**src/rtl/ctrl_defs.svh**
```systemverilog
`ifndef CTRL_DEFS_SVH
`define CTRL_DEFS_SVH

// Instruction field widths
`define CTRL_OP_W           6
`define CTRL_FUNCT_W        6

`define CTRL_OP_RTYPE       6'h00
`define CTRL_OP_J           6'h02
`define CTRL_OP_JAL         6'h03
`define CTRL_OP_BEQ         6'h04
`define CTRL_OP_BNE         6'h05
`define CTRL_OP_BLE         6'h06
`define CTRL_OP_BGT         6'h07
`define CTRL_OP_LB          6'h20
`define CTRL_OP_LH          6'h21
`define CTRL_OP_LW          6'h23
`define CTRL_OP_SB          6'h28
`define CTRL_OP_SH          6'h29
`define CTRL_OP_SW          6'h2b

`define CTRL_FUNCT_ADD      6'h20
`define CTRL_FUNCT_SUB      6'h22
`define CTRL_FUNCT_AND      6'h24

// Cycles spent in the multi-step states
`define CTRL_FETCH_STEPS    4
`define CTRL_DECODE_STEPS   2
`define CTRL_MEM_STEPS      4
`define CTRL_EXC_STEPS      4
`define CTRL_STEP_W         2

`define CTRL_LINK_REG       31      // Written by jal

`endif

```
**src/rtl/ctrl_pkg.sv**
```systemverilog
`default_nettype none

package ctrl_pkg;

        typedef enum logic [3:0] {
                ADD, SUB, AND,
                BEQ, BNE, BGT, BLE,
                LB, LH, LW,
                SB, SH, SW,
                J, JAL,
                ILLEGAL
        } instr_class_e;

        typedef enum logic [3:0] {
                FETCH, DECODE, ARITH, ARITH_WB, BRANCH, BRANCH_TAKEN,
                MEM_ADDR, LOAD_WB, STORE, JUMP, EXCEPTION
        } ctrl_state_e;

        typedef enum logic {
                ILLEGAL_OP,
                OVERFLOW
        } exc_cause_e;

        typedef struct packed {
                logic overflow;
                logic gt;
                logic eq;
        } alu_flags_t;

        typedef enum logic [1:0] {PC_ALU_OUT, PC_ALU, PC_JUMP, PC_LOAD} pc_src_e;
        typedef enum logic [1:0] {A_PC, A_A, A_B} alu_a_e;
        typedef enum logic [1:0] {B_B, B_FOUR, B_IMM, B_OFFSET} alu_b_e;
        typedef enum logic [2:0] {ALU_ADD, ALU_SUB, ALU_AND, ALU_CMP} alu_op_e;
        typedef enum logic [2:0] {IORD_PC, IORD_ALU, IORD_VEC_OP, IORD_VEC_OVF} iord_e;
        typedef enum logic [1:0] {REG_RT, REG_RD, REG_LINK} bank_reg_e;
        typedef enum logic [1:0] {DATA_ALU_OUT, DATA_MEM, DATA_PC} bank_data_e;
        typedef enum logic [1:0] {SZ_WORD, SZ_HALF, SZ_BYTE} size_e;    // Load and store size

        typedef struct packed {
                pc_src_e    pc_src;
                alu_a_e     alu_src_a;
                alu_b_e     alu_src_b;
                alu_op_e    alu_op;
                iord_e      iord;
                bank_reg_e  bank_reg;
                bank_data_e bank_data;
                size_e      load_ctrl;
                size_e      store_ctrl;
        } mux_sel_t;

        typedef struct packed {
                logic mem_wr;
                logic ir_write;
                logic pc_write;
                logic bank_write;
                logic epc_write;
                logic a_write;
                logic b_write;
                logic alu_out_write;
                logic mem_reg_write;
        } write_en_t;

endpackage

`default_nettype wire

```
**src/rtl/instr_decoder.sv**
```systemverilog
`timescale 1ns/1ps
`default_nettype none

`include "ctrl_defs.svh"

module instr_decoder
        import ctrl_pkg::*;
(
        input  wire logic [`CTRL_OP_W-1:0]    op,
        input  wire logic [`CTRL_FUNCT_W-1:0] funct,
        output instr_class_e                  dec_class
);

        always_comb begin
                case (op)
                        `CTRL_OP_RTYPE: begin
                                case (funct)
                                        `CTRL_FUNCT_ADD: dec_class = ADD;
                                        `CTRL_FUNCT_SUB: dec_class = SUB;
                                        `CTRL_FUNCT_AND: dec_class = AND;
                                        default:         dec_class = ILLEGAL;
                                endcase
                        end

                        // Branches
                        `CTRL_OP_BEQ: dec_class = BEQ;
                        `CTRL_OP_BNE: dec_class = BNE;
                        `CTRL_OP_BGT: dec_class = BGT;
                        `CTRL_OP_BLE: dec_class = BLE;

                        // Memory access
                        `CTRL_OP_LB:  dec_class = LB;
                        `CTRL_OP_LH:  dec_class = LH;
                        `CTRL_OP_LW:  dec_class = LW;
                        `CTRL_OP_SB:  dec_class = SB;
                        `CTRL_OP_SH:  dec_class = SH;
                        `CTRL_OP_SW:  dec_class = SW;

                        `CTRL_OP_J:   dec_class = J;
                        `CTRL_OP_JAL: dec_class = JAL;
                        default:      dec_class = ILLEGAL;  // Unknown opcode traps
                endcase
        end

endmodule

`default_nettype wire

```
**src/rtl/ctrl_sequencer.sv**
```systemverilog
`timescale 1ns/1ps
`default_nettype none

`include "ctrl_defs.svh"

module ctrl_sequencer
        import ctrl_pkg::*;
(
        input  wire logic                     clk,
        input  wire logic                     reset,
        input  wire instr_class_e             dec_class,
        input  wire alu_flags_t               flags,
        output ctrl_state_e                   state,
        output logic [`CTRL_STEP_W-1:0]       step,
        output instr_class_e                  cur_class,
        output exc_cause_e                    cause
);

        ctrl_state_e next_state;
        logic [2:0]  steps;
        logic        last;

        function automatic logic [2:0] state_steps(ctrl_state_e s);
                case (s)
                        FETCH:     return 3'(`CTRL_FETCH_STEPS);
                        DECODE:    return 3'(`CTRL_DECODE_STEPS);
                        MEM_ADDR:  return 3'(`CTRL_MEM_STEPS);
                        EXCEPTION: return 3'(`CTRL_EXC_STEPS);
                        default:   return 3'd1;
                endcase
        endfunction

        // First state of the instruction's execute phase
        function automatic ctrl_state_e dispatch(instr_class_e c);
                case (c)
                        ADD, SUB, AND:          return ARITH;
                        BEQ, BNE, BGT, BLE:     return BRANCH;
                        LB, LH, LW, SB, SH, SW: return MEM_ADDR;
                        J, JAL:                 return JUMP;
                        default:                return EXCEPTION;
                endcase
        endfunction

        function automatic logic branch_taken(instr_class_e c, alu_flags_t f);
                case (c)
                        BEQ:     return f.eq;
                        BNE:     return !f.eq;
                        BGT:     return f.gt;
                        default: return !f.gt;  // ble
                endcase
        endfunction

        assign steps = state_steps(state);
        assign last  = ({1'b0, step} == steps - 3'd1);

        always_comb begin
                next_state = state;
                if (last) begin
                        case (state)
                                FETCH:  next_state = DECODE;
                                DECODE: next_state = dispatch(dec_class);
                                ARITH: begin
                                        // Overflow on and is ignored
                                        if ((cur_class == ADD || cur_class == SUB) &&
                                            flags.overflow)
                                                next_state = EXCEPTION;
                                        else
                                                next_state = ARITH_WB;
                                end
                                BRANCH: begin
                                        if (branch_taken(cur_class, flags))
                                                next_state = BRANCH_TAKEN;
                                        else
                                                next_state = FETCH;
                                end
                                MEM_ADDR: begin
                                        if (cur_class inside {LB, LH, LW})
                                                next_state = LOAD_WB;
                                        else
                                                next_state = STORE;
                                end
                                default: next_state = FETCH;
                        endcase
                end
        end

        always_ff @(posedge clk) begin
                if (reset) begin
                        state     <= FETCH;
                        step      <= '0;
                        cur_class <= ILLEGAL;
                        cause     <= ILLEGAL_OP;
                end else begin
                        state <= next_state;
                        step  <= last ? '0 : step + 1'b1;
                        if (state == DECODE && last)
                                cur_class <= dec_class;   // IR is stable by now
                        if (next_state == EXCEPTION && state != EXCEPTION)
                                cause <= (state == ARITH) ? OVERFLOW : ILLEGAL_OP;
                end
        end

        a_step_in_range: assert property (@(posedge clk) disable iff (reset)
                {1'b0, step} < steps);

        a_state_legal: assert property (@(posedge clk) disable iff (reset)
                !$isunknown(state) && state <= EXCEPTION);

endmodule

`default_nettype wire

```
**src/rtl/ctrl_outputs.sv**
```systemverilog
`timescale 1ns/1ps
`default_nettype none

`include "ctrl_defs.svh"

module ctrl_outputs
        import ctrl_pkg::*;
(
        input  wire logic                     clk,
        input  wire ctrl_state_e              state,
        input  wire logic [`CTRL_STEP_W-1:0]  step,
        input  wire instr_class_e             cur_class,
        input  wire exc_cause_e               cause,
        output mux_sel_t                      sel,
        output write_en_t                     wen
);

        function automatic alu_op_e class_alu_op(instr_class_e c);
                case (c)
                        SUB:     return ALU_SUB;
                        AND:     return ALU_AND;
                        default: return ALU_ADD;
                endcase
        endfunction

        function automatic size_e class_size(instr_class_e c);
                case (c)
                        LB, SB:  return SZ_BYTE;
                        LH, SH:  return SZ_HALF;
                        default: return SZ_WORD;
                endcase
        endfunction

        always_comb begin
                sel = '0;
                wen = '0;
                case (state)
                        FETCH: begin
                                sel.iord      = IORD_PC;
                                sel.alu_src_a = A_PC;
                                sel.alu_src_b = B_FOUR;     // PC + 4
                                sel.alu_op    = ALU_ADD;
                                sel.pc_src    = PC_ALU_OUT;
                                if (step == 2'(`CTRL_FETCH_STEPS - 1)) begin
                                        wen.ir_write = 1'b1;
                                        wen.pc_write = 1'b1;
                                end else begin
                                        wen.alu_out_write = 1'b1;
                                end
                        end
                        DECODE: begin
                                // Branch target computed early
                                if (step == 2'd0) begin
                                        sel.alu_src_a     = A_PC;
                                        sel.alu_src_b     = B_OFFSET;
                                        sel.alu_op        = ALU_ADD;
                                        wen.a_write       = 1'b1;
                                        wen.b_write       = 1'b1;
                                        wen.alu_out_write = 1'b1;
                                end
                        end
                        ARITH: begin
                                sel.alu_src_a     = A_A;
                                sel.alu_src_b     = B_B;
                                sel.alu_op        = class_alu_op(cur_class);
                                wen.alu_out_write = 1'b1;
                        end
                        ARITH_WB: begin
                                sel.bank_reg   = REG_RD;
                                sel.bank_data  = DATA_ALU_OUT;
                                wen.bank_write = 1'b1;
                        end
                        BRANCH: begin
                                sel.alu_src_a = A_A;
                                sel.alu_src_b = B_B;
                                sel.alu_op    = ALU_CMP;
                        end
                        BRANCH_TAKEN: begin
                                sel.pc_src   = PC_ALU_OUT;
                                wen.pc_write = 1'b1;
                        end
                        MEM_ADDR: begin
                                if (step == 2'd0) begin
                                        sel.alu_src_a     = A_A;
                                        sel.alu_src_b     = B_IMM;
                                        sel.alu_op        = ALU_ADD;
                                        wen.alu_out_write = 1'b1;
                                end else begin
                                        sel.iord          = IORD_ALU;
                                        wen.mem_reg_write = (step == 2'(`CTRL_MEM_STEPS - 1));
                                end
                        end
                        LOAD_WB: begin
                                sel.bank_reg   = REG_RT;
                                sel.bank_data  = DATA_MEM;
                                sel.load_ctrl  = class_size(cur_class);
                                wen.bank_write = 1'b1;
                        end
                        STORE: begin
                                sel.iord       = IORD_ALU;
                                sel.store_ctrl = class_size(cur_class);
                                wen.mem_wr     = 1'b1;
                        end
                        JUMP: begin
                                sel.pc_src   = PC_JUMP;
                                wen.pc_write = 1'b1;
                                if (cur_class == JAL) begin
                                        sel.bank_reg   = REG_LINK;
                                        sel.bank_data  = DATA_PC;
                                        wen.bank_write = 1'b1;
                                end
                        end
                        EXCEPTION: begin
                                sel.iord   = (cause == OVERFLOW) ? IORD_VEC_OVF : IORD_VEC_OP;
                                sel.pc_src = PC_LOAD;
                                if (step == 2'(`CTRL_EXC_STEPS - 1)) begin
                                        sel.load_ctrl = SZ_BYTE;    // Vector byte becomes new PC
                                        wen.pc_write  = 1'b1;
                                end else begin
                                        sel.alu_src_a     = A_PC;
                                        sel.alu_src_b     = B_FOUR;
                                        sel.alu_op        = ALU_SUB; // EPC gets PC - 4
                                        wen.epc_write     = 1'b1;
                                        wen.mem_reg_write = 1'b1;
                                end
                        end
                        default: ;
                endcase
        end

        a_no_mem_and_bank_write: assert property (@(posedge clk)
                !(wen.mem_wr && wen.bank_write));

        a_pc_write_states: assert property (@(posedge clk)
                wen.pc_write |-> state inside {FETCH, BRANCH_TAKEN, JUMP, EXCEPTION});

endmodule

`default_nettype wire

```
**src/rtl/control_unit.sv**
```systemverilog
`timescale 1ns/1ps
`default_nettype none

`include "ctrl_defs.svh"

module control_unit
        import ctrl_pkg::*;
(
        input  wire logic                     clk,
        input  wire logic                     reset,
        input  wire logic [`CTRL_OP_W-1:0]    op,
        input  wire logic [`CTRL_FUNCT_W-1:0] funct,
        input  wire alu_flags_t               flags,
        output mux_sel_t                      sel,
        output write_en_t                     wen
);

        instr_class_e                 dec_class;
        instr_class_e                 cur_class;
        ctrl_state_e                  state;
        logic [`CTRL_STEP_W-1:0]      step;
        exc_cause_e                   cause;
        write_en_t                    raw_wen;

        instr_decoder decoder_i (
                .op        (op),
                .funct     (funct),
                .dec_class (dec_class)
        );

        ctrl_sequencer sequencer_i (
                .clk       (clk),
                .reset     (reset),
                .dec_class (dec_class),
                .flags     (flags),
                .state     (state),
                .step      (step),
                .cur_class (cur_class),
                .cause     (cause)
        );

        ctrl_outputs outputs_i (
                .clk       (clk),
                .state     (state),
                .step      (step),
                .cur_class (cur_class),
                .cause     (cause),
                .sel       (sel),
                .wen       (raw_wen)
        );

        assign wen = reset ? '0 : raw_wen;     // No writes while in reset

endmodule

`default_nettype wire

```
**config.mk**
```make
export PLATFORM = sky130hd
export DESIGN_NAME = control_unit
export DESIGN_NICKNAME = d
export VERILOG_FILES = /design/src/rtl/ctrl_pkg.sv /design/src/rtl/instr_decoder.sv /design/src/rtl/ctrl_sequencer.sv /design/src/rtl/ctrl_outputs.sv /design/src/rtl/control_unit.sv
export VERILOG_INCLUDE_DIRS = /design/src /design/src/rtl
export SDC_FILE = /design/constraint.sdc
export NUM_CORES = 1
export LEC_CHECK = 0
export BUFFER_PORTS_ARGS = -buffer_cell sky130_fd_sc_hd__buf_2
export CAP_MARGIN = 0
export CORE_MARGIN = 1.5
export CORE_UTILIZATION = 53
export DETAILED_ROUTE_END_ITERATION = 8
export GPL_ROUTABILITY_DRIVEN = 0
export PLACE_DENSITY = 0.89
export SYNTH_ARGS = -nofsm -noshare
export SYNTH_HDL_FRONTEND = slang
export SYNTH_HIERARCHICAL = 1
export SYNTH_SLANG_ARGS = --single-unit
```
**constraint.sdc**
```tcl
create_clock -name clk -period 2.95 [get_ports clk]
set_input_delay 0.1475 -clock clk [delete_from_list [all_inputs] [get_ports clk]]
set_output_delay 0.1475 -clock clk [all_outputs]
set_load 0.01 [all_outputs]
```
Yosys cells after proc, flatten, opt, wreduce, memory -nomap -nowiden --
Memory sizes are Yosys's and may differ from the RTL's. Index checks and enable logic that the tools add are counted.
Cells by class: add/subtract/negate cells 2, equality and inequality tests 40, multiplexer cells 43, reductions and logical operators 17
Operators with widths (count):
- == test 6 bit (second input constant) | 9
- case mux 4 bit (13 select lines) | 1
- case mux 7 bit (6 select lines) | 1
- == test 4 bit (second input constant) | 9
- == test 4 x 3 -> 1 bit (second input constant) | 7
- == test 6 x 3 -> 1 bit (second input constant) | 4
- case mux 4 bit (3 select lines) | 2
- 2-to-1 mux 4 bit | 5
- case mux 4 bit (5 select lines) | 1
- == test 4 x 2 -> 1 bit (second input constant) | 4
- case mux 2 bit (2 select lines) | 4
- 2-to-1 mux 1 bit | 13
- == test 6 x 2 -> 1 bit (second input constant) | 2
- OR reduction 2 bit | 5
- 2-to-1 mux 9 bit | 1
- case mux 3 bit (3 select lines) | 1
- == test 4 x 1 -> 1 bit (second input constant) | 2
- logical NOT 4 bit | 2
- 2-to-1 mux 2 bit | 4
- logical NOT 6 bit | 1
- 2-to-1 mux 3 bit | 2
- 2-to-1 mux 6 bit | 1
- case mux 1 bit (3 select lines) | 2
- case mux 3 bit (2 select lines) | 1
- 14 further kinds | 18
Word-level totals: bits in registers 11, bits in read-only memories 64, memories 1
Memories:
- (no name shown) | depth 16, bits a word 4, read ports 1, clocked after Yosys merged registers in 0, wr ports 0, RTL line ctrl_sequencer.sv:35 | case (c)

Logic depth before layout (Yosys ltp) --
Gate-level depths: netlist (run 1).
depth in word-level cells 11, depth in mapped cells 13, gate-level depth less buffers 12

By module --
Netlist (run 1), hierarchy kept.
By module, submodules not included:
- ctrl_sequencer | instances 1, cells each 101, area each 857.1 um^2, sequential area each 220.2 um^2
- ctrl_outputs | instances 1, cells each 79, area each 452.9 um^2, sequential area each 0.0 um^2
- instr_decoder | instances 1, cells each 38, area each 236.5 um^2, sequential area each 0.0 um^2
- control_unit | instances 1, cells each 9, area each 56.3 um^2, sequential area each 0.0 um^2

Least setup slack after synthesis (run 1) --
No wires, ideal clock.
path kind input to register, start point input port funct[0], end point register sequencer_i.cause, library setup time 67 ps, arrival time 2397 ps, slack 485 ps, stages 11, cells stage by stage or4b_4 -> or2_0 -> a221oi_2 -> o311ai_1 -> inv_1 -> ha_1 -> nand3_1 -> nor3b_2 -> o21ai_1 -> or3_1 -> a21oi_2
On the way: word-level cells in the longest chain between the ends 8
Ends and longest elaborated chain:
- start: declaration | RTL line control_unit.sv:12 | input wire logic [`CTRL_FUNCT_W-1:0] funct,
- == test 6 bit | RTL line instr_decoder.sv:17 | case (funct)
- case mux 4 bit (3 select lines) (*) | RTL line instr_decoder.sv:17
- case mux 4 bit (13 select lines) (*) | RTL line instr_decoder.sv:15 | case (op)
- net dec_class[0] | RTL line control_unit.sv:18 | instr_class_e dec_class;
- memory read (16 x 4 bit) (*)
- case mux 4 bit (5 select lines) (*) | RTL line ctrl_sequencer.sv:59 | case (state)
- 2-to-1 mux 4 bit (*) | RTL line ctrl_sequencer.sv:58 | if (last) begin
- == test 4 bit (*) | RTL line ctrl_sequencer.sv:98 | if (next_state == EXCEPTION && state != EXCEPTION)
- logical AND 1 bit (*) | RTL line ctrl_sequencer.sv:98
- end signal: assignment | RTL line ctrl_sequencer.sv:99 | cause <= (state == ARITH) ? OVERFLOW : ILLEGAL_OP;
- end: declaration | RTL line ctrl_sequencer.sv:16 | output exc_cause_e cause
The timed path passes the listed nets; every way through them passes the cells marked *. A chain may end at the register's enable or synchronous reset.

Final worst setup path (run 1) --
Ends and elaborated chain as after synthesis.

==> results.toml, run 1 <==
[run_status]
status = "finished clean"

[sta]
final.setup_skew_ns = 0.00461
max-slew-margin-rel_pct = 50.6
timing.final.ws_setup_ns = 0.507
hold_viol = 0
worstMarginPinSlew_ns = 0.740
clock.fmax_mhz = 409
finalMaxSlewViolations = 0
period_share_pct = 82.8
unrepaired_setup_endpoints_after_global_routing = "false"
setup_total_negative_slack_ns = 0
period_needed_ns = 2.44
timing.final.setup_violations = 0

[global_route]
global_route_wire_length_before_repair_um = 6090
vias_in_the_first_global_route = 1430
overflow = 0
grt.total_usage_pct = 22.6
number_of_antenna_violations_at_the_first_check_in_global_routing = 0
grt_max_degree = 23

[logic_synthesis]
netlist_instances = 227
synthDistinctLibCells = 60
synth-async-reset-ratio_pct = 0
average_footprint_of_a_synthesized_cell_sq_um = 7.06
ys_warn_count = 6
proportion_of_netlist_area_held_by_the_largest_area_contributor_pct = 13.7
synth.ff_latch_count = 11
synth.yosys.seq_area_share_pct = 13.7
synth_area_leaders = "sky130_fd_sc_hd__dfxtp_1 14%, sky130_fd_sc_hd__nor2b_1 6.6%, sky130_fd_sc_hd__a21oi_1 4.7%"
postSynth.topFlopCell = "sky130_fd_sc_hd__dfxtp_1"
synth-edff-count = 0
cell_area_after_technology_mapping_sq_mm = 0.00160
synth_top_area_cell = "sky130_fd_sc_hd__dfxtp_1"

[finish]
fill_cells = 237
diodes = 0
layout-drive-gt1-share_pct = 23.4
area_delta_synth_final_pct = 11.6
layout.cells.most_common_list = "42 x sky130_fd_sc_hd__buf_2, 18 x sky130_fd_sc_hd__nor2_1, 17 x sky130_fd_sc_hd__nor2b_1, 17 x sky130_fd_sc_hd__inv_1, 16 x sky130_fd_sc_hd__nand2_1"
nNetsFinal = 282
final_common_cell = "sky130_fd_sc_hd__buf_2"

[place]
numPortBuffers = 42
place.detailed.hpwl_um = 2760
dpl_worst_slack_ns = 0.221

[clocking]
cts_htree_levels = 1
insertion_delay_of_the_later_clocked_pin_in_the_worst_skew_pair_ns = 0.28
clock-sinks = 11
cts_root_buf = "sky130_fd_sc_hd__clkbuf_4"
cts_inserted_buffers = 3
tritoncts = "done"
holdBufCountCts = 0
clk_pin_slew_worst_paths_ns = 0.06
cts-root-to-sink-buffers = 2
postCtsSetupBuffers = 0
cts_resized = 0

[critical_path]
crit_chain = "buf_2 > or4b_4 > or2_0 > a221oi_2 > o311ai_1 > inv_1 > ha_1 > nand3_1 > nor3b_2 > o21ai_1 > or3_1 > a21oi_2"
critical_path_peak_fanout = 3
critical_path_required_ns = 3.16
worst_path_arrival_time_ns = 2.65
slowest_stage = "sky130_fd_sc_hd__or4b_4"
slowest_delay_ns = 0.53
critPathKind = "primary input to register"
crit_path_end_kind = "register"
cell_family_contributing_the_most_delay_on_the_critical_path = "simple AND/OR/NAND/NOR gates"
crit_path_start_kind = "primary input"
critical_path.n_buffers_inverters = 2

[die]
die_width_um = 58.0
fp.dieH_um = 58.0
start_util_pct = 57.1
core-area_sq_mm = 0.00281
num_io_pins = 46
design.die.area_sq_mm = 0.00336
std_cell_rows = 19

[route]
drt-total-wl_um = 3690
post_drt_wl_per_cell_um = 12.6
drtPass1Iterations = 6
ant_nets = 0
drc = 0
route.vias.total = 1722
viasPerCell = 5.90
drtIter0Drc = 104

[hold_path]
min-delay-path-class = "primary input to register"

[power_and_ir_drop]
vdd.ir_drop.worst_mv = 0.299
p_leak_uw = 0.000847
power_per_cell_area_mw_per_mm2 = 483

[job]
max_cap_viol_count = 0
==> cells by family after synthesis <==
family / after synthesis / share of synthesized area [%]
AND/OR/NAND/NOR: 108 / 40.2
AO/OA/AOI/OAI: 62 / 27.2
buffers and inverters: 34 / 11.4
flip-flops: 11 / 13.7
XOR/XNOR: 5 / 2.73
adder cells (fa/ha/maj): 4 / 2.97
multiplexers: 2 / 1.56
other: 1 / 0.234
==> report_power, final <==
part,switching (uW),leakage (uW),total [uW],internal [uW]
combinational,247,0.000742,475,227
sequential,109,0.0000895,285,176
clock,51.3,0.0000150,104,52.5
total,407,0.000847,864,456
==> flip-flops by register name, summed over array words and instances (netlist names) <==
signal	count
sequencer_i/cause	1
sequencer_i/cur_class	4
sequencer_i/state	4
sequencer_i/step	2
==> area by class of cell <==
| type | instances | area [sq um] | share of cell area, % |
|---|---|---|---|
| multi-input cells | 184 | 1210 | 67.5 |
| clock buffers | 4 | 26.3 | 1.47 |
| flip-flops and latches | 11 | 220 | 12.3 |
| inverters | 17 | 63.8 | 3.57 |
| repair buffers | 45 | 233 | 13.0 |
| well taps | 31 | 38.8 | 2.17 |
==> metal layers <==
layer / GRT usage [%] / up-vias / share of wire [%]
met5: 0 / - / 0
met4: 9.97 / 0 / 2.1
met3: 0.893 / 7 / 5.3
met2: 39.8 / 72 / 48
met1: 28.5 / 764 / 45
li1: - / 879 / -
==> synth_stat cells (all sizes together), types with 2 or more instances <==
cell,number
a21oi,18
nor3,3
and4b,3
nand2b,7
a21boi,2
o21ai,11
ha,3
nand4,2
or4b,4
nand4b,2
nor2b,17
and3,2
buf,12
a31oi,4
nor4,2
nand3,11
or2,4
nor2,18
o211ai,2
o22ai,3
xnor2,5
dfxtp,11
inv,17
nand3b,2
nor3b,4
nand2,16
clkbuf,5
or3,3
and3b,4
a211oi,4
a211o,5
o31ai,2
a21o,2
==> metrics by stage <==
step                util [%]  hold slack, ns  cell area [sq um]  power [uW]  std cells
floorplan                  -           0.242               1610         669        229
global placement        62.8           0.506               1760         742        288
detailed placement      62.8           0.512               1760         756        288
CTS                     63.8           0.261               1790         863        292
global route            63.8           0.286               1790         943        292
finish                  63.8           0.268               1790         864        292
==> worst reg2reg max path, cell delays in order (launching register included) <==
cell and delay, ns:
sky130_fd_sc_hd__dfxtp_1 0.80, sky130_fd_sc_hd__inv_1 0.23, sky130_fd_sc_hd__maj3_1 0.41, sky130_fd_sc_hd__o22a_1 0.24, sky130_fd_sc_hd__and2_1 0.23, sky130_fd_sc_hd__a211oi_1 0.24
==> final timing paths <==
| kind | startpoint | endpoint | slack (ns) | cells after the start |
|---|---|---|---|---|
| max | funct[0] | sequencer_i/cause | 0.51 | 12 |
| min | reset | sequencer_i/cause | 0.27 | 2 |
| max reg2reg | sequencer_i/state[3] | sequencer_i/state[3] | 0.72 | 5 |
| min reg2reg | sequencer_i/cause | sequencer_i/cause | 0.52 | 2 |
(Power assumes the default switching activity.)
==> run 2: changes to the inputs <==
ABC_AREA = 1   (was unset)
clock period = 2.5 ns   (was 2.95 ns; I/O delays follow)
==> results.toml, run 2 <==
[run_status]
status = "finished clean"

[logic_synthesis]
ys_warn_count = 6
synth-async-reset-ratio_pct = 0
synth.ff_latch_count = 11
cell_area_after_technology_mapping_sq_mm = 0.00160
yosys.cell_count.top_type = "sky130_fd_sc_hd__nand2_1"
netlist_top_cells_count = "71 x sky130_fd_sc_hd__nand2_1, 54 x sky130_fd_sc_hd__nor2_1, 50 x sky130_fd_sc_hd__inv_1"
synth.yosys.seq_area_share_pct = 13.7
postSynth.topFlopCell = "sky130_fd_sc_hd__dfxtp_1"
netlist_instances = 302
synth_top_area_cell = "sky130_fd_sc_hd__nand2_1"
synth-edff-count = 0
average_footprint_of_a_synthesized_cell_sq_um = 5.31
synthDistinctLibCells = 29
proportion_of_netlist_area_held_by_the_largest_area_contributor_pct = 16.6
synth_area_leaders = "sky130_fd_sc_hd__nand2_1 17%, sky130_fd_sc_hd__dfxtp_1 14%, sky130_fd_sc_hd__nor2_1 13%"

[clocking]
cts_htree_levels = 1
cts-root-to-sink-buffers = 2
clk_pin_slew_worst_paths_ns = 0.07
holdBufCountCts = 0
clock-sinks = 11
cts_inserted_buffers = 3
tritoncts = "done"
postCtsSetupBuffers = 0
cts_root_buf = "sky130_fd_sc_hd__clkbuf_4"
cts_resized = 0
insertion_delay_of_the_later_clocked_pin_in_the_worst_skew_pair_ns = 0.28

[job]
max_cap_viol_count = 0

[critical_path]
reg2reg_depth = 13
crit_path_start_kind = "primary input"
crit_path_end_kind = "register"
worst_path_arrival_time_ns = 2.17
critical_path_peak_fanout = 7
critPathKind = "primary input to register"
critical_path_required_ns = 2.67

[die]
std_cell_rows = 19
core-area_sq_mm = 0.00281
start_util_pct = 57.2
num_io_pins = 46
die_width_um = 58.0
fp.dieH_um = 58.0
design.die.area_sq_mm = 0.00337

[global_route]
overflow = 0
number_of_antenna_violations_at_the_first_check_in_global_routing = 0
global_route_wire_length_before_repair_um = 6010
grt.total_usage_pct = 22.1
vias_in_the_first_global_route = 1545
grt_max_degree = 18

[finish]
layout.cells.most_common_list = "71 x sky130_fd_sc_hd__nand2_1, 54 x sky130_fd_sc_hd__nor2_1, 50 x sky130_fd_sc_hd__inv_1"
final-instance-count-excl-fill = 374
layout.area.seq_sq_um = 220
diodes = 0
final_common_cell = "sky130_fd_sc_hd__nand2_1"
largest_registers = "sequencer_i/cur_class (4), sequencer_i/state (4), sequencer_i/step (2)"
layout-drive-gt1-share_pct = 22.2
fill_cells = 283
nNetsFinal = 364
multi_input_area_sq_mm = 0.00112
area_delta_synth_final_pct = 14.4

[sta]
clock.fmax_mhz = 501
unrepaired_setup_endpoints_after_global_routing = "false"
finalMaxSlewViolations = 0
period_needed_ns = 2.00
period_share_pct = 79.9
hold_viol = 0
final.setup_skew_ns = 0.00157
timing.final.setup_violations = 0
setup_total_negative_slack_ns = 0

[route]
viasPerCell = 5.12
route.vias.total = 1915
drtIter0Drc = 137
drt-total-wl_um = 3650
drc = 0
ant_nets = 0
post_drt_wl_per_cell_um = 9.75
drtPass1Iterations = 8

[power_and_ir_drop]
p_leak_uw = 0.00113
power_per_cell_area_mw_per_mm2 = 670
vdd.ir_drop.worst_mv = 0.546

[place]
numPortBuffers = 42
place.detailed.hpwl_um = 2960
post-place-cells = 370

[hold_path]
holdPathStages = 2
min-delay-path-class = "primary input to register"
[run 2: where the power goes]
part           total (uW)  internal (uW)  switching [uW]
clock                 125           62.0            63.0
combinational         817            282             535
sequential            287            220            67.5
total                1230            564             665
[run 2: cell type report]
class	count	area share, %
timing repair buffer	42	11.5
clock buffer	4	1.43
inverter	57	11.9
tap	31	2.11
multi-input combinational	229	61.1
sequential	11	12.0
[run 2: cells by family after synthesis]
| family | Yosys count | share of synthesized area, % |
|---|---|---|
| DFF | 11 | 13.7 |
| and+or+nand+nor | 197 | 58.0 |
| other | 1 | 0.234 |
| adders and majority gates | 3 | 2.34 |
| buffers and inverters | 64 | 16.9 |
| AOI/OAI and AO/OA | 26 | 8.74 |
[run 2: worst max-delay path, cell delays in order]
cell                      delay [ns]
sky130_fd_sc_hd__buf_2          0.12
sky130_fd_sc_hd__nor2_4         0.19
sky130_fd_sc_hd__nand2_2        0.09
sky130_fd_sc_hd__nor2_4         0.12
sky130_fd_sc_hd__nand3_2        0.11
sky130_fd_sc_hd__nand2_1        0.07
sky130_fd_sc_hd__nor2_1         0.04
sky130_fd_sc_hd__nand2_1        0.12
sky130_fd_sc_hd__inv_1          0.06
sky130_fd_sc_hd__ha_1           0.26
sky130_fd_sc_hd__nand2_1        0.07
sky130_fd_sc_hd__nor2_1         0.05
sky130_fd_sc_hd__nand2_1        0.06
sky130_fd_sc_hd__nand2_1        0.04
sky130_fd_sc_hd__nor2_1         0.09
sky130_fd_sc_hd__nand3_1        0.09
sky130_fd_sc_hd__nand2_1        0.09
sky130_fd_sc_hd__nand2_1        0.07
sky130_fd_sc_hd__nor2_2         0.12
sky130_fd_sc_hd__nand3_1        0.07
sky130_fd_sc_hd__nand2_1        0.07
sky130_fd_sc_hd__nor2_1         0.04
[run 2: per-stage QoR]
step	hold WS [ns]	util [%]	total power, uW	worst slack [ns]	area (sq um)
after floorplan	0.404	-	924	0.623	1610
after global placement	0.450	64.5	1080	0.349	1810
after detailed placement	0.453	64.5	1090	0.286	1810
after CTS	0.206	65.4	1220	0.544	1830
after global routing	0.210	65.4	1350	0.278	1830
final	0.205	65.4	1230	0.503	1830
[run 2: final timing paths]
kind                                      startpoint                   end  slack (ns)
worst max-delay path                           op[2]     sequencer_i/cause        0.50
worst min-delay path                           reset  sequencer_i/state[1]        0.21
worst max register to register  sequencer_i/state[1]     sequencer_i/cause        0.74
worst min register to register   sequencer_i/step[0]   sequencer_i/step[0]        0.46
[run 2: per-layer routing]
layer	vias up	track usage (%)	wire, um
met1	804	29.2	1760
met2	82	36.5	1600
li1	1021	-	-
met3	8	2.68	223
met4	0	8.97	57
met5	-	0	0
==> run 3: changes to the inputs <==
CORE_UTILIZATION = 48   (was 53)
PLACE_DENSITY = 0.86   (was 0.89)
clock period = 1.8 ns   (was 2.5 ns; I/O delays follow)
==> results.toml, run 3 (synthesis gave the netlist of run 2 again) <==
[run_status]
status = "finished, violations left"
violations = "negative setup slack"

[critical_path]
worst_path_arrival_time_ns = 2.08
critPathKind = "primary input to register"
critical_path_peak_fanout = 6
critical_path_required_ns = 1.97
crit_path_start_kind = "primary input"
crit_path_end_kind = "register"
worst-r2r-setup-slack_ns = 0.11

[route]
drc = 0
post_drt_wl_per_cell_um = 10.3
ant_nets = 0
drtIter0Drc = 145
route.vias.total = 2032
drt-total-wl_um = 4140
drtPass1Iterations = 5
viasPerCell = 5.04

[clocking]
cts-root-to-sink-buffers = 2
holdBufCountCts = 0
tritoncts = "done"
clk_pin_slew_worst_paths_ns = 0.07
cts_root_buf = "sky130_fd_sc_hd__clkbuf_4"
cts_htree_levels = 1
clock-sinks = 11
cts_inserted_buffers = 3
insertion_delay_of_the_later_clocked_pin_in_the_worst_skew_pair_ns = 0.28

[finish]
largest_registers = "sequencer_i/cur_class (4), sequencer_i/state (4), sequencer_i/step (2)"
diodes = 0
utilization_pct = 66.5
final_common_cell = "sky130_fd_sc_hd__nand2_1"
layout-drive-gt1-share_pct = 31.2
nNetsFinal = 380
stdcell_area_sq_mm = 0.00206
layout.cells.most_common_list = "65 x sky130_fd_sc_hd__nand2_1, 48 x sky130_fd_sc_hd__nor2_1, 46 x sky130_fd_sc_hd__inv_1"
area_delta_synth_final_pct = 28.6

[sta]
period_share_pct = 106
timing.final.ws_setup_ns = -0.104
hold_viol = 0
clock.fmax_mhz = 525
timing.final.setup_violations = 1
finalMaxSlewViolations = 0
final.setup_skew_ns = 0.00397
period_needed_ns = 1.90
unrepaired_setup_endpoints_after_global_routing = "true"
setup_total_negative_slack_ns = -0.104

[global_route]
grt.total_usage_pct = 22.5
vias_in_the_first_global_route = 1669
number_of_antenna_violations_at_the_first_check_in_global_routing = 0
grt_max_degree = 18
overflow = 0
global_route_wire_length_before_repair_um = 6510

[die]
design.die.area_sq_mm = 0.00370
num_io_pins = 46
std_cell_rows = 20
fp.dieH_um = 60.8
start_util_pct = 51.7
core-area_sq_mm = 0.00310
die_width_um = 60.8

[job]
max_cap_viol_count = 0

[power_and_ir_drop]
totalPowerFinal_uw = 1920
power_per_cell_area_mw_per_mm2 = 928
p_leak_uw = 0.00122
vdd.ir_drop.worst_mv = 0.484

[hold_path]
min-delay-path-class = "primary input to register"

[place]
dpl_cell_area_sq_mm = 0.00193
numPortBuffers = 42
place.detailed.hpwl_um = 3260
## run 3: power by group
part / leakage (uW) / switching, uW / internal [uW]
clock network: 0.0000150 / 88.1 / 86.1
logic: 0.00111 / 836 / 517
registers: 0.0000912 / 79.5 / 309
## run 3: per-layer routing
metal  vias up  track usage, %  part of all wire, %
li1       1053               -                    -
met1       896            27.0                   42
met2        75            41.6                   52
met3         8            1.92                  5.3
met4         0            8.07                  1.5
met5         -               0                    0
## run 3: worst max-delay path, cell delays in order
cell	delay [ns]
sky130_fd_sc_hd__buf_6	0.11
sky130_fd_sc_hd__nor2_4	0.17
sky130_fd_sc_hd__nand2_2	0.09
sky130_fd_sc_hd__nor2_4	0.15
sky130_fd_sc_hd__nand2_1	0.07
sky130_fd_sc_hd__nand3_1	0.09
sky130_fd_sc_hd__nor2_1	0.06
sky130_fd_sc_hd__nand2_2	0.08
sky130_fd_sc_hd__inv_2	0.05
sky130_fd_sc_hd__ha_4	0.23
sky130_fd_sc_hd__nand2_2	0.06
sky130_fd_sc_hd__nor2_2	0.04
sky130_fd_sc_hd__nand2_1	0.06
sky130_fd_sc_hd__nand2_1	0.05
sky130_fd_sc_hd__nor2_1	0.10
sky130_fd_sc_hd__nand3_1	0.08
sky130_fd_sc_hd__nand2_1	0.12
sky130_fd_sc_hd__nand2_2	0.08
sky130_fd_sc_hd__nor2_2	0.12
sky130_fd_sc_hd__nand3_1	0.07
sky130_fd_sc_hd__nand2_1	0.06
sky130_fd_sc_hd__nor2_1	0.04
## run 3: path summary, 6_finish.rpt
kind         cells past startpoint                    to                 start
min reg2reg                      1   sequencer_i/step[0]   sequencer_i/step[0]
min                              2  sequencer_i/state[3]                 reset
max                             22     sequencer_i/cause                 op[2]
max reg2reg                     13     sequencer_i/cause  sequencer_i/state[2]
## run 3: final cells by class
class                   instances  area, sq um
fillers                       319         1040
clock buffers                   4         26.3
well taps                      44         55.1
inverters                      57          219
multi-input cells             229         1180
flip-flops and latches         11          224
repair buffers                 58          362
## run 3: per-stage QoR
step / setup WS (ns) / instances / hold WS, ns
floorplan: -0.0381 / 304 / 0.341
global placement: -0.276 / 397 / 0.451
detailed placement: -0.361 / 397 / 0.455
CTS: -0.0412 / 402 / 0.166
global route: -0.268 / 403 / 0.195
finish: -0.104 / 403 / 0.174
## run 3: timing repair
item / 4_1_cts / 5_1_grt
setup endpoints to repair: 1 / 13
pin swaps: 3 / 13
resized for setup: 5 / 28
setup buffers: 1 / 1
